[config.mk]
export PLATFORM = sky130hd
export DESIGN_NAME = cpu_top
export DESIGN_NICKNAME = d
export VERILOG_FILES = /design/src/design/cpu_pkg.sv /design/src/design/mem_bus_if.sv /design/src/design/alu.sv /design/src/design/cpu_control.sv /design/src/design/cpu_top.sv /design/src/design/instr_fetch.sv /design/src/design/load_store.sv /design/src/design/mem_arbiter.sv /design/src/design/reg_file.sv
export SDC_FILE = /design/constraint.sdc
export NUM_CORES = 1
export LEC_CHECK = 0
export BUFFER_PORTS_ARGS = -buffer_cell sky130_fd_sc_hd__buf_2
export CORE_ASPECT_RATIO = 2
export CORE_MARGIN = 2
export CORE_UTILIZATION = 40
export DETAILED_ROUTE_END_ITERATION = 7
export SLEW_MARGIN = 40
export SYNTH_ARGS = -nofsm -noshare
export SYNTH_HDL_FRONTEND = slang
export SYNTH_SLANG_ARGS = --single-unit
[constraint.sdc]
create_clock -name clock -period 6.45 [get_ports clock]
set_input_delay 1.29 -clock clock [delete_from_list [all_inputs] [get_ports clock]]
set_output_delay 1.29 -clock clock [all_outputs]
set_load 0.01 [all_outputs]
[src/design/cpu_pkg.sv]
`default_nettype none

package cpu_pkg;

    // ==============================
    // Machine sizes
    // ==============================
    localparam int DATA_W    = 32;
    localparam int NREGS     = 8;
    localparam int REG_IDX_W = 3;
    localparam int IMM_W     = 16;

    // ==============================
    // Instruction fields
    // ==============================
    localparam int OPC_HI = 31;
    localparam int OPC_LO = 27;
    localparam int RD_HI  = 26;
    localparam int RD_LO  = 24;
    localparam int RA_HI  = 23;
    localparam int RA_LO  = 21;
    localparam int RB_HI  = 20;
    localparam int RB_LO  = 18;
    localparam int IMM_HI = 15;
    localparam int IMM_LO = 0;

    typedef enum logic [4:0] {
        OP_ADD   = 5'd0,
        OP_SUB   = 5'd1,
        OP_AND   = 5'd2,
        OP_OR    = 5'd3,
        OP_XOR   = 5'd4,
        OP_SHL   = 5'd5,
        OP_SHR   = 5'd6,
        OP_LDI   = 5'd7,   // Sign-extended immediate.
        OP_LD    = 5'd8,
        OP_ST    = 5'd9,
        OP_CMPEQ = 5'd10,
        OP_CMPLT = 5'd11,  // Signed.
        OP_BRF   = 5'd12,
        OP_JMP   = 5'd13,
        OP_HALT  = 5'd14
    } opcode_t;

    typedef enum logic [1:0] {
        S_EXEC     = 2'd0,
        S_MEM_WAIT = 2'd1,
        S_HALT     = 2'd2
    } ctrl_state_t;

endpackage

`default_nettype wire

[src/design/mem_bus_if.sv]
`timescale 1ns/1ns
`default_nettype none

interface mem_bus_if
    import cpu_pkg::*;
#(
    parameter int ADDR_W = 16
) ();
    logic              req;
    logic              we;
    logic [ADDR_W-1:0] addr;
    logic [DATA_W-1:0] wdata;
    logic              gnt;    // One-cycle pulse when the access hits memory.
    logic [DATA_W-1:0] rdata;  // Valid the cycle after gnt.

    modport requester (output req, we, addr, wdata, input gnt, rdata);
    modport arbiter (input req, we, addr, wdata, output gnt, rdata);
endinterface

`default_nettype wire

[src/design/alu.sv]
`timescale 1ns/1ns
`default_nettype none

module alu
    import cpu_pkg::*;
(
    input  opcode_t           op,
    input  logic [DATA_W-1:0] a,
    input  logic [DATA_W-1:0] b,
    output logic [DATA_W-1:0] result,
    output logic              cmp
);
    logic [4:0] shamt;

    assign shamt = b[4:0];  // Low five bits only.

    always_comb begin
        case (op)
            OP_ADD:  result = a + b;
            OP_SUB:  result = a - b;
            OP_AND:  result = a & b;
            OP_OR:   result = a | b;
            OP_XOR:  result = a ^ b;
            OP_SHL:  result = a << shamt;
            OP_SHR:  result = a >> shamt;  // Logical.
            default: result = '0;
        endcase
    end

    // Flag value for the two compares.
    assign cmp = (op == OP_CMPLT) ? ($signed(a) < $signed(b)) : (a == b);

endmodule

`default_nettype wire

[src/design/cpu_control.sv]
`timescale 1ns/1ns
`default_nettype none

module cpu_control
    import cpu_pkg::*;
#(
    parameter int ADDR_W = 16
) (
    input  logic                 clock,
    input  logic                 rst_n,
    input  logic [DATA_W-1:0]    instr,
    input  logic                 instr_valid,
    output logic                 instr_take,
    output logic                 redirect,
    output logic [ADDR_W-1:0]    redirect_pc,
    output logic [REG_IDX_W-1:0] ra_idx,
    output logic [REG_IDX_W-1:0] rb_idx,
    output logic [REG_IDX_W-1:0] fa_idx,
    output logic [REG_IDX_W-1:0] fb_idx,
    input  logic [DATA_W-1:0]    rd_data_a,
    input  logic [DATA_W-1:0]    rd_data_b,
    input  logic                 flag_a,
    input  logic                 flag_b,
    output logic                 wr_en,
    output logic [REG_IDX_W-1:0] wr_idx,
    output logic [DATA_W-1:0]    wr_data,
    output logic                 fwr_en,
    output logic [REG_IDX_W-1:0] fwr_idx,
    output logic                 fwr_data,
    output opcode_t              alu_op,
    output logic [DATA_W-1:0]    alu_a,
    output logic [DATA_W-1:0]    alu_b,
    input  logic [DATA_W-1:0]    alu_result,
    input  logic                 alu_cmp,
    output logic                 ls_start,
    output logic                 ls_we,
    output logic [ADDR_W-1:0]    ls_addr,
    output logic [DATA_W-1:0]    ls_wdata,
    input  logic                 ls_done,
    input  logic [DATA_W-1:0]    ls_rdata,
    output logic                 halted
);
    ctrl_state_t          state;
    logic [DATA_W-1:0]    ir;
    logic                 ir_valid;
    opcode_t              op;
    logic [REG_IDX_W-1:0] rd;
    logic [IMM_W-1:0]     imm;
    logic [DATA_W-1:0]    imm_sx;
    logic [DATA_W-1:0]    eff_addr;
    logic                 exec;
    logic                 is_alu;
    logic                 is_cmp;
    logic                 is_mem;
    logic                 is_simple;
    logic                 is_halt;
    logic [REG_IDX_W-1:0] chk_fidx;  // Last flag written.

    // ==============================
    // Decode
    // ==============================
    assign op     = opcode_t'(ir[OPC_HI:OPC_LO]);
    assign rd     = ir[RD_HI:RD_LO];
    assign imm    = ir[IMM_HI:IMM_LO];
    assign imm_sx = {{(DATA_W - IMM_W){imm[IMM_W-1]}}, imm};
    assign exec   = (state == S_EXEC) && ir_valid;

    assign is_alu    = op inside {OP_ADD, OP_SUB, OP_AND, OP_OR, OP_XOR, OP_SHL, OP_SHR};
    assign is_cmp    = op inside {OP_CMPEQ, OP_CMPLT};
    assign is_mem    = op inside {OP_LD, OP_ST};
    assign is_simple = is_alu || is_cmp || (op == OP_LDI);
    assign is_halt   = !(is_simple || is_mem || op == OP_BRF || op == OP_JMP);  // Undefined too.

    // Pipelined take only behind single-cycle work.
    assign instr_take = instr_valid && (state == S_EXEC) && (!ir_valid || is_simple);

    // ==============================
    // Datapath controls
    // ==============================
    assign ra_idx = ir[RA_HI:RA_LO];
    assign rb_idx = ir[RB_HI:RB_LO];
    assign fa_idx = rd;
    assign fb_idx = chk_fidx;

    assign alu_op = op;
    assign alu_a  = rd_data_a;
    assign alu_b  = rd_data_b;

    assign wr_idx  = rd;
    assign wr_en   = (exec && (is_alu || op == OP_LDI))
                   || (state == S_MEM_WAIT && ls_done && op == OP_LD);
    assign wr_data = (state == S_MEM_WAIT) ? ls_rdata :
                     (op == OP_LDI)        ? imm_sx   : alu_result;

    assign fwr_en   = exec && is_cmp;
    assign fwr_idx  = rd;
    assign fwr_data = alu_cmp;

    assign redirect    = exec && ((op == OP_JMP) || (op == OP_BRF && flag_a));
    assign redirect_pc = ADDR_W'(imm);

    assign eff_addr = rd_data_a + imm_sx;
    assign ls_start = exec && is_mem;
    assign ls_we    = (op == OP_ST);
    assign ls_addr  = eff_addr[ADDR_W-1:0];
    assign ls_wdata = rd_data_b;

    assign halted = (state == S_HALT);

    // ==============================
    // FSM
    // ==============================
    always_ff @(posedge clock) begin
        if (!rst_n) begin
            state    <= S_EXEC;
            ir_valid <= 1'b0;
        end else begin
            case (state)
                S_EXEC: begin
                    ir_valid <= instr_take;
                    if (exec && is_mem) begin
                        state <= S_MEM_WAIT;
                    end else if (exec && is_halt) begin
                        state <= S_HALT;
                    end
                end
                S_MEM_WAIT: begin
                    if (ls_done) state <= S_EXEC;
                end
                default: begin
                    state    <= S_HALT;  // Stays until reset.
                    ir_valid <= 1'b0;
                end
            endcase
        end
    end

    always_ff @(posedge clock) begin
        if (instr_take) ir <= instr;
        if (fwr_en) chk_fidx <= fwr_idx;
    end

    // Compare result reads back from the flag file.
    a_flag_wb: assert property (@(posedge clock) disable iff (!rst_n)
        fwr_en |=> flag_b == $past(fwr_data));

endmodule

`default_nettype wire

[src/design/cpu_top.sv]
`timescale 1ns/1ns
`default_nettype none

module cpu_top
    import cpu_pkg::*;
#(
    parameter int ADDR_W   = 16,
    parameter int RESET_PC = 0
) (
    input  logic              clock,
    input  logic              rst_n,
    output logic              mem_en,
    output logic              mem_we,
    output logic [ADDR_W-1:0] mem_addr,
    output logic [DATA_W-1:0] mem_wdata,
    input  logic [DATA_W-1:0] mem_rdata,
    output logic              halted
);
    mem_bus_if #(.ADDR_W(ADDR_W)) fetch_bus ();
    mem_bus_if #(.ADDR_W(ADDR_W)) data_bus ();

    // Fetch to control.
    logic [DATA_W-1:0]    instr;
    logic                 instr_valid;
    logic                 instr_take;
    logic                 redirect;
    logic [ADDR_W-1:0]    redirect_pc;

    // Register file.
    logic [REG_IDX_W-1:0] ra_idx;
    logic [REG_IDX_W-1:0] rb_idx;
    logic [REG_IDX_W-1:0] fa_idx;
    logic [REG_IDX_W-1:0] fb_idx;
    logic [DATA_W-1:0]    rd_data_a;
    logic [DATA_W-1:0]    rd_data_b;
    logic                 flag_a;
    logic                 flag_b;
    logic                 wr_en;
    logic [REG_IDX_W-1:0] wr_idx;
    logic [DATA_W-1:0]    wr_data;
    logic                 fwr_en;
    logic [REG_IDX_W-1:0] fwr_idx;
    logic                 fwr_data;

    // ALU.
    opcode_t              alu_op;
    logic [DATA_W-1:0]    alu_a;
    logic [DATA_W-1:0]    alu_b;
    logic [DATA_W-1:0]    alu_result;
    logic                 alu_cmp;

    // Load/store.
    logic                 ls_start;
    logic                 ls_we;
    logic [ADDR_W-1:0]    ls_addr;
    logic [DATA_W-1:0]    ls_wdata;
    logic                 ls_done;
    logic [DATA_W-1:0]    ls_rdata;

    instr_fetch #(.ADDR_W(ADDR_W), .RESET_PC(RESET_PC)) u_fetch (.bus(fetch_bus), .*);

    load_store #(.ADDR_W(ADDR_W)) u_ls (.bus(data_bus), .*);

    mem_arbiter #(.ADDR_W(ADDR_W)) u_arb (.fetch_bus(fetch_bus), .data_bus(data_bus), .*);

    cpu_control #(.ADDR_W(ADDR_W)) u_ctrl (.*);

    reg_file u_rf (.*);

    alu u_alu (
        .op     (alu_op),
        .a      (alu_a),
        .b      (alu_b),
        .result (alu_result),
        .cmp    (alu_cmp)
    );

endmodule

`default_nettype wire

[src/design/instr_fetch.sv]
`timescale 1ns/1ns
`default_nettype none

module instr_fetch
    import cpu_pkg::*;
#(
    parameter int ADDR_W   = 16,
    parameter int RESET_PC = 0
) (
    input  logic              clock,
    input  logic              rst_n,
    mem_bus_if.requester      bus,
    output logic [DATA_W-1:0] instr,
    output logic              instr_valid,
    input  logic              instr_take,
    input  logic              redirect,
    input  logic [ADDR_W-1:0] redirect_pc
);
    logic [ADDR_W-1:0] pc;
    logic [DATA_W-1:0] buf_instr;
    logic              buf_valid;
    logic              in_flight;  // Read data on bus.rdata now.
    logic              discard;    // Wrong-path word coming back.
    logic              arriving;

    assign arriving    = in_flight && !discard;
    assign instr_valid = buf_valid || arriving;
    assign instr       = buf_valid ? buf_instr : bus.rdata;

    // Only one word is ever held or in flight.
    assign bus.req   = !instr_valid || instr_take;
    assign bus.we    = 1'b0;
    assign bus.addr  = pc;
    assign bus.wdata = '0;

    always_ff @(posedge clock) begin
        if (!rst_n) begin
            pc        <= ADDR_W'(RESET_PC);
            buf_valid <= 1'b0;
            in_flight <= 1'b0;
            discard   <= 1'b0;
        end else begin
            in_flight <= bus.gnt;
            discard   <= redirect && bus.gnt;
            if (redirect) begin
                pc        <= redirect_pc;
                buf_valid <= 1'b0;
            end else begin
                if (bus.gnt) pc <= pc + 1'b1;
                buf_valid <= instr_valid && !instr_take;
            end
        end
    end

    always_ff @(posedge clock) begin
        if (arriving) buf_instr <= bus.rdata;
    end

    // Waiting requests hold still; a redirect here would change the address.
    a_req_stable: assert property (@(posedge clock) disable iff (!rst_n)
        bus.req && !bus.gnt |=> bus.req && $stable(bus.addr));

endmodule

`default_nettype wire

[src/design/load_store.sv]
`timescale 1ns/1ns
`default_nettype none

module load_store
    import cpu_pkg::*;
#(
    parameter int ADDR_W = 16
) (
    input  logic              clock,
    input  logic              rst_n,
    mem_bus_if.requester      bus,
    input  logic              ls_start,
    input  logic              ls_we,
    input  logic [ADDR_W-1:0] ls_addr,
    input  logic [DATA_W-1:0] ls_wdata,
    output logic              ls_done,
    output logic [DATA_W-1:0] ls_rdata
);
    logic              req_q;
    logic              load_wait;  // Load granted, data next cycle.
    logic              we_q;
    logic [ADDR_W-1:0] addr_q;
    logic [DATA_W-1:0] wdata_q;

    assign bus.req   = req_q;
    assign bus.we    = we_q;
    assign bus.addr  = addr_q;
    assign bus.wdata = wdata_q;

    // Stores finish on grant, loads one cycle later.
    assign ls_done  = (req_q && bus.gnt && we_q) || load_wait;
    assign ls_rdata = bus.rdata;

    always_ff @(posedge clock) begin
        if (!rst_n) begin
            req_q     <= 1'b0;
            load_wait <= 1'b0;
        end else begin
            load_wait <= req_q && bus.gnt && !we_q;
            if (ls_start) begin
                req_q <= 1'b1;
            end else if (bus.gnt) begin
                req_q <= 1'b0;
            end
        end
    end

    always_ff @(posedge clock) begin
        if (ls_start) begin
            we_q    <= ls_we;
            addr_q  <= ls_addr;
            wdata_q <= ls_wdata;
        end
    end

    a_no_overlap: assert property (@(posedge clock) disable iff (!rst_n)
        ls_start |-> !(req_q || load_wait));

endmodule

`default_nettype wire

[src/design/mem_arbiter.sv]
`timescale 1ns/1ns
`default_nettype none

module mem_arbiter
    import cpu_pkg::*;
#(
    parameter int ADDR_W = 16
) (
    input  logic              clock,
    input  logic              rst_n,
    mem_bus_if.arbiter        fetch_bus,
    mem_bus_if.arbiter        data_bus,
    output logic              mem_en,
    output logic              mem_we,
    output logic [ADDR_W-1:0] mem_addr,
    output logic [DATA_W-1:0] mem_wdata,
    input  logic [DATA_W-1:0] mem_rdata
);
    logic ret_data;   // Read return goes to the data port.
    logic ret_fetch;

    // ==============================
    // Fixed priority, data first
    // ==============================
    assign data_bus.gnt  = data_bus.req;
    assign fetch_bus.gnt = fetch_bus.req && !data_bus.req;

    assign mem_en    = data_bus.req || fetch_bus.req;
    assign mem_we    = data_bus.req ? data_bus.we : fetch_bus.we;
    assign mem_addr  = data_bus.req ? data_bus.addr : fetch_bus.addr;
    assign mem_wdata = data_bus.req ? data_bus.wdata : fetch_bus.wdata;

    // ==============================
    // Read return routing
    // ==============================
    always_ff @(posedge clock) begin
        if (!rst_n) begin
            ret_data  <= 1'b0;
            ret_fetch <= 1'b0;
        end else begin
            ret_data  <= data_bus.gnt && !data_bus.we;
            ret_fetch <= fetch_bus.gnt && !fetch_bus.we;
        end
    end

    assign data_bus.rdata  = ret_data ? mem_rdata : '0;
    assign fetch_bus.rdata = ret_fetch ? mem_rdata : '0;

    // Data port is idle while its load data returns.
    a_ret_free: assert property (@(posedge clock) disable iff (!rst_n)
        ret_data |-> !data_bus.req);

endmodule

`default_nettype wire

[src/design/reg_file.sv]
`timescale 1ns/1ns
`default_nettype none

module reg_file
    import cpu_pkg::*;
(
    input  logic                 clock,
    input  logic                 rst_n,
    input  logic [REG_IDX_W-1:0] ra_idx,
    input  logic [REG_IDX_W-1:0] rb_idx,
    output logic [DATA_W-1:0]    rd_data_a,
    output logic [DATA_W-1:0]    rd_data_b,
    input  logic [REG_IDX_W-1:0] fa_idx,
    input  logic [REG_IDX_W-1:0] fb_idx,
    output logic                 flag_a,
    output logic                 flag_b,
    input  logic                 wr_en,
    input  logic [REG_IDX_W-1:0] wr_idx,
    input  logic [DATA_W-1:0]    wr_data,
    input  logic                 fwr_en,
    input  logic [REG_IDX_W-1:0] fwr_idx,
    input  logic                 fwr_data
);
    logic [DATA_W-1:0] regs [NREGS];
    logic [NREGS-1:0]  flags;

    assign rd_data_a = regs[ra_idx];
    assign rd_data_b = regs[rb_idx];
    assign flag_a    = flags[fa_idx];
    assign flag_b    = flags[fb_idx];

    always_ff @(posedge clock) begin
        if (!rst_n) begin
            for (int i = 0; i < NREGS; i++) begin
                regs[i] <= '0;
            end
            flags <= '0;
        end else begin
            if (wr_en) regs[wr_idx] <= wr_data;
            if (fwr_en) flags[fwr_idx] <= fwr_data;
        end
    end

endmodule

`default_nettype wire

==> impl_metrics.py, run 1 <==
metrics = {
    "run_status": {
        "status": "finished, final reports clean",
    },
    "cts": {
        "clk_latency_ns": 0.61,
        "numCtsBuffers": 37,
        "clock_sinks": 403,
        "htreeDepth": 2,
        "root_buffer": "clkbuf_16",
        "cts_hold_buf": 0,
        "cts_tree": "yes",
        "clk_pin_slew_ns": 0.07,
        "postCtsSetupBuffers": 0,
        "cts_max_path_buffers": 3,
        "post_cts_resized": 0,
    },
    "drt": {
        "drtPass1Iterations": 6,
        "wl_um": 137000,
        "vias_per_cell": 6.60,
        "num_vias": 25200,
        "drc": 0,
        "ant_nets": 0,
        "drtIter0Drc": 2740,
        "routedWlPerCell_um": 35.9,
    },
    "cells_and_area": {
        "final_nets": 3015,
        "fin_util": 0.449,
        "multi_input_area_sq_mm": 0.0163,
        "syn_to_final_growth_pct": 11.5,
        "fillCellCount": 6929,
        "drive_gt1_frac": 0.204,
        "regArea_sq_mm": 0.0117,
        "final_cells": 3827,
    },
    "pwr": {
        "power.density_mw_per_mm2": 501,
        "p_leak_nw": 12.1,
        "max-vdd-ir-drop_mv": 0.208,
        "power_mw": 16.3,
    },
    "floorplan": {
        "fp.dieH_um": 386,
        "die_w_um": 195,
        "die_area_sq_mm": 0.0753,
        "rows": 140,
        "core_sq_mm": 0.0725,
        "initial_core_util": 0.402,
        "ioPinCount": 85,
    },
    "synth": {
        "syn_avg_cell_area_sq_um": 10.5,
        "netlist_instances": 2788,
        "ys_seq_area_frac": 0.402,
        "ys.flop_type": "edfxtp_1",
        "yosysWarnings": 0,
        "postSynthRegisterBits": 403,
        "syn_area_sq_mm": 0.0292,
        "syn_nets": 2939,
        "ys_types": 97,
        "synthArstFlopShare": 0,
        "synth_edf_count": 365,
    },
    "worst_hold_path": {
        "min-delay-start": "u_ls.bus.we",
        "hold_class": "flip-flop to flip-flop",
    },
    "sta": {
        "slew_violations": 0,
        "min_period_over_period": 0.948,
        "rsz0062_at_grt": "false",
        "relSlewSlack": 0.283,
        "setup_viol": 0,
        "skew_ns": 0.0295,
        "tightest_slew_ns": 1.07,
        "worst_hold_slack_ns": 0.428,
        "fmax_ghz": 0.164,
        "setup-tns-final_ns": 0,
        "period_minus_slack_ns": 6.11,
        "final_hold_viol_count": 0,
    },
    "worst_setup_path": {
        "critPathKind": "flip-flop to flip-flop",
        "cp_top_family": "compound AO/OA/AOI/OAI gates",
        "path_depth": 15,
        "max_stage_delay_ns": 0.68,
        "crit_fanout": 16,
        "rr_endpoint": "u_rf.regs[5][25]",
        "worst-path-buf-inv": 3,
        "r2r_slack_ns": 0.34,
        "slowest_stage": "o211ai_1",
        "path_cells": "buf_4 -> mux4_2 -> mux2i_1 -> buf_4 -> inv_1 -> ha_1 -> or2_2 -> o211ai_1 -> a31oi_1 -> o2111a_1 -> nor3_1 -> o31a_1 -> o221ai_1 -> a2111oi_4 -> nor3_1",
        "crit_path_end": "u_rf.regs[5][25]",
        "crit_path_end_kind": "flip-flop",
        "start_kind": "flip-flop",
        "required_ns": 6.76,
        "ff2ff_path_depth": 15,
        "cp.arrival_ns": 6.42,
    },
    "global_route": {
        "grt_pass1_wl_um": 191000,
        "grt.overflow.total": 0,
        "antenna_found_initial": 11,
        "grt_max_degree": 53,
        "grt_pass1_vias": 25400,
        "grt_use_total": 0.364,
    },
    "placed_design": {
        "dp_hpwl_um": 102000,
        "dp.cells": 3746,
        "io_buffers": 84,
        "routabilityCongestion": 1.07,
    },
    "run": {
        "drv_cap": 0,
    },
}
## report_power, final
group,internal (mW),switching (mW)
registers,3.11,0.243
clock network,1.23,1.09
logic,3.45,7.17
total,7.79,8.50
## cell type report
| class | instances | area share |
|---|---|---|
| multi-input cells | 2065 | 0.502 |
| flip-flops and latches | 403 | 0.361 |
| repair buffers | 228 | 0.0489 |
| well taps | 923 | 0.0355 |
| clock buffers | 42 | 0.0290 |
| inverters | 129 | 0.0149 |
| clock inverters | 26 | 0.00804 |
| diodes | 11 | 0.000846 |
## layout by cell type (no fill, tap or decap), drive strengths merged, types with 20 or more instances in the layout
cell | synthesis | routed
a211oi | 71 | 71
a21o | 20 | 20
a21oi | 125 | 125
a221oi | 26 | 26
a31oi | 20 | 20
and2 | 74 | 74
buf | 65 | 227
clkbuf | 126 | 43
dfxtp | 38 | 38
edfxtp | 365 | 365
ha | 114 | 114
inv | 127 | 130
mux2 | 67 | 67
mux2i | 200 | 200
mux4 | 126 | 126
nand2 | 197 | 197
nand3 | 56 | 56
nand4 | 25 | 25
nor2 | 386 | 386
nor2b | 20 | 20
nor3 | 74 | 74
o211ai | 38 | 38
o21ai | 77 | 77
o21bai | 21 | 21
xnor2 | 36 | 36
## cell families (layout without fill, tap and decap cells)
family,count (synthesis),after routing,synth area share
mux,393,393,0.196
buf+inv,320,425,0.0462
compound gates,573,573,0.143
xor+xnor,53,53,0.0159
fa+ha+maj,117,117,0.0509
other cells,0,11,0
flops,403,403,0.402
simple gates,929,929,0.146
## per-layer routing
metal  track usage  routed length (um)  vias to the layer above
met3        0.0813                9660                      559
met4         0.355               16400                        6
met5             0                  46                        -
met2         0.626               68000                     1460
met1         0.359               43100                    12500
li1              -                   -                    10700
## synth_stat cells, drive strengths merged, types with 17 or more instances
library cell | count | area [sq um]
nand4 | 25 | 156
a22oi | 17 | 128
nor3 | 74 | 375
xor2 | 17 | 149
buf | 65 | 388
mux2 | 67 | 754
mux2i | 200 | 2120
a31oi | 20 | 125
nand2 | 197 | 739
o211ai | 38 | 290
nand2b | 19 | 119
and2 | 74 | 463
a21o | 20 | 150
dfxtp | 38 | 761
xnor2 | 36 | 315
ha | 114 | 1430
o21ai | 77 | 408
nand3 | 56 | 280
clkbuf | 126 | 475
inv | 127 | 477
edfxtp | 365 | 11000
a211oi | 71 | 551
o21bai | 21 | 158
a221oi | 26 | 234
mux4 | 126 | 2840
nor2b | 20 | 125
o2111ai | 19 | 166
nor2 | 386 | 1470
a21oi | 125 | 626
## state kept, by name, indices dropped and copies added (netlist names), named ones only
signal	count
u_fetch.bus.addr	16
u_ctrl.state	2
u_arb.ret_fetch	1
u_arb.ret_data	1
u_ls.bus.wdata	32
u_ls.bus.addr	16
u_ls.bus.we	1
u_ctrl.ir_valid	1
u_rf.flags	8
u_fetch.discard	1
u_fetch.buf_valid	1
u_ls.bus.req	1
u_rf.regs	256
u_ctrl.ir	30
u_fetch.buf_instr	30
## worst min path at each step
stage,cells past startpoint,endpoint,slack [ns]
after floorplan,1,u_arb.ret_data,0.40
after global placement,1,u_arb.ret_data,0.41
after detailed placement,1,u_arb.ret_data,0.42
after CTS,1,u_arb.ret_data,0.43
after global routing,1,u_arb.ret_data,0.47
final,1,u_arb.ret_data,0.43
## stage by stage
step           cell area [sq um]  worst slack [ns]
2_1_floorplan              29200              1.31
3_5_place_dp               31200             0.704
5_1_grt                    32500             0.229
6_report                   32500             0.337
4_1_cts                    32400             0.676
3_3_place_gp               31100             0.556
(Power assumes the default switching activity.)
==> run 2: changes to the inputs <==
Settings changed: CTS_BUF_LIST from default to sky130_fd_sc_hd__clkbuf_4 sky130_fd_sc_hd__clkbuf_8.
==> run 2 against run 1 <==
- routed wire length up 0.21%
- combinational power is essentially flat
- global-route usage increased by 0.18 points
- worst hold slack worse by 0.0071 ns
- non-clock buffer count unchanged
- die area did not move
- core utilization up 0.084 points
- cell area up 0.19%
- setup slack gained 0.044 ns
- power down 0.32%
- via count increased by 0.53%
- critical path depth shrank 1
- critical path type unchanged
==> impl_metrics.py, run 2 (same netlist as run 1, synthesis figures left out) <==
metrics = {
    "drt": {
        "wl_um": 138000,
        "drtPass1Iterations": 7,
        "ant_nets": 0,
        "drc": 0,
        "num_vias": 25400,
        "drtIter0Drc": 2664,
        "routedWlPerCell_um": 35.6,
        "vias_per_cell": 6.58,
    },
    "cts": {
        "numCtsBuffers": 56,
        "root_buffer": "clkbuf_8",
        "htreeDepth": 2,
        "clk_latency_ns": 0.74,
        "cts_max_path_buffers": 3,
        "post_cts_resized": 0,
        "cts_tree": "yes",
        "clock_sinks": 403,
        "postCtsSetupBuffers": 0,
        "clk_pin_slew_ns": 0.07,
        "cts_hold_buf": 0,
    },
    "global_route": {
        "grt_use_total": 0.366,
        "grt_pass1_vias": 25600,
        "grt.overflow.total": 0,
        "grt_max_degree": 53,
        "grt_pass1_wl_um": 192000,
        "antenna_found_initial": 13,
    },
    "pwr": {
        "max-vdd-ir-drop_mv": 0.225,
        "p_leak_nw": 12.2,
        "power.density_mw_per_mm2": 498,
    },
    "sta": {
        "tightest_slew_ns": 0.974,
        "setup-tns-final_ns": 0,
        "rsz0062_at_grt": "false",
        "slew_violations": 0,
        "relSlewSlack": 0.332,
        "min_period_over_period": 0.941,
        "skew_ns": 0.0486,
        "fmax_ghz": 0.165,
        "final_hold_viol_count": 0,
        "setup_viol": 0,
        "period_minus_slack_ns": 6.07,
    },
    "cells_and_area": {
        "final_common_cell": "nor2_1",
        "syn_to_final_growth_pct": 11.7,
        "final_cells": 3859,
        "largest_reg_flops": 256,
        "largest-register": "u_rf.regs",
        "drive_gt1_frac": 0.216,
        "final_cell_mix": "nor2_1, edfxtp_1, nand2_1",
        "fillCellCount": 6954,
        "final_nets": 3034,
    },
    "placed_design": {
        "routabilityCongestion": 1.07,
        "dp_hpwl_um": 102000,
        "io_buffers": 84,
        "dp.cells": 3746,
    },
    "worst_hold_path": {
        "min-delay-start": "u_ls.bus.we",
        "hold_end": "u_arb.ret_data",
        "hold_class": "flip-flop to flip-flop",
        "hold_depth": 1,
    },
    "worst_setup_path": {
        "rr_endpoint": "u_rf.regs[1][26]",
        "cp.arrival_ns": 6.51,
        "r2r_slack_ns": 0.38,
        "critPathKind": "flip-flop to flip-flop",
        "crit_path_end_kind": "flip-flop",
        "ff2ff_path_depth": 14,
        "crit_fanout": 44,
        "start_kind": "flip-flop",
        "required_ns": 6.89,
    },
    "floorplan": {
        "initial_core_util": 0.402,
        "die_w_um": 195,
        "rows": 140,
        "fp.dieH_um": 386,
        "ioPinCount": 85,
        "die_area_sq_mm": 0.0753,
        "core_sq_mm": 0.0725,
    },
    "run_status": {
        "status": "finished, final reports clean",
    },
    "run": {
        "drv_cap": 0,
    },
}
==> run 2: stage by stage <==
step / power [mW] / cell area, sq um / utilization / hold WS, ns / worst slack [ns]
finish: 16.2 / 32600 / 0.449 / 0.421 / 0.381
global route: 16.7 / 32600 / 0.449 / 0.455 / 0.230
CTS: 15.7 / 32400 / 0.447 / 0.429 / 0.681
detailed placement: 13.5 / 31200 / 0.430 / 0.421 / 0.704
global placement: 13.4 / 31100 / 0.429 / 0.410 / 0.556
floorplan: 9.51 / 29200 / - / 0.402 / 1.31
==> run 2: worst max path at each step <==
stage                            end  depth (start not counted)  startpoint
floorplan           u_rf.regs[0][25]                         16   flip-flop
global placement    u_rf.regs[3][26]                         13   flip-flop
detailed placement  u_rf.regs[1][26]                         14   flip-flop
CTS                 u_rf.regs[7][30]                         17   flip-flop
global route        u_rf.regs[5][25]                         15   flip-flop
finish              u_rf.regs[1][26]                         14   flip-flop
==> run 2: cell type report <==
type	count	area, sq um	share of cell area
antenna	6	15.0	0.000461
clock buffer	81	990	0.0304
clock inverter	24	259	0.00795
inverter	129	484	0.0149
multi-input combinational	2065	16400	0.502
sequential	403	11700	0.360
tap	923	1150	0.0354
timing repair buffer	228	1590	0.0488
==> run 2: worst max-delay path: stages, from the launching register on <==
cell,delay [ns]
dfxtp_4,0.43
buf_12,0.32
mux4_2,0.57
mux2i_2,0.48
ha_1,0.46
or3_1,0.50
a21oi_1,0.57
or4b_1,0.40
a21oi_1,0.12
buf_4,0.19
o21ai_0,0.62
or3_1,0.21
a21oi_1,0.10
o41ai_4,0.62
nor2_1,0.10
==> run 2: routing by layer <==
layer / vias up / wire [um] / global-route usage
met5: - / 119 / 0
met4: 12 / 16700 / 0.363
met3: 593 / 9330 / 0.0902
met2: 1457 / 67700 / 0.626
met1: 12600 / 43700 / 0.355
li1: 10700 / - / -
==> run 2: report_power, final <==
part	internal, mW	total, mW	leakage, nW	switching, mW
clock	1.20	2.27	0.659	1.07
combinational	3.46	10.6	7.53	7.16
sequential	3.11	3.35	4.00	0.245
total	7.76	16.2	12.2	8.47
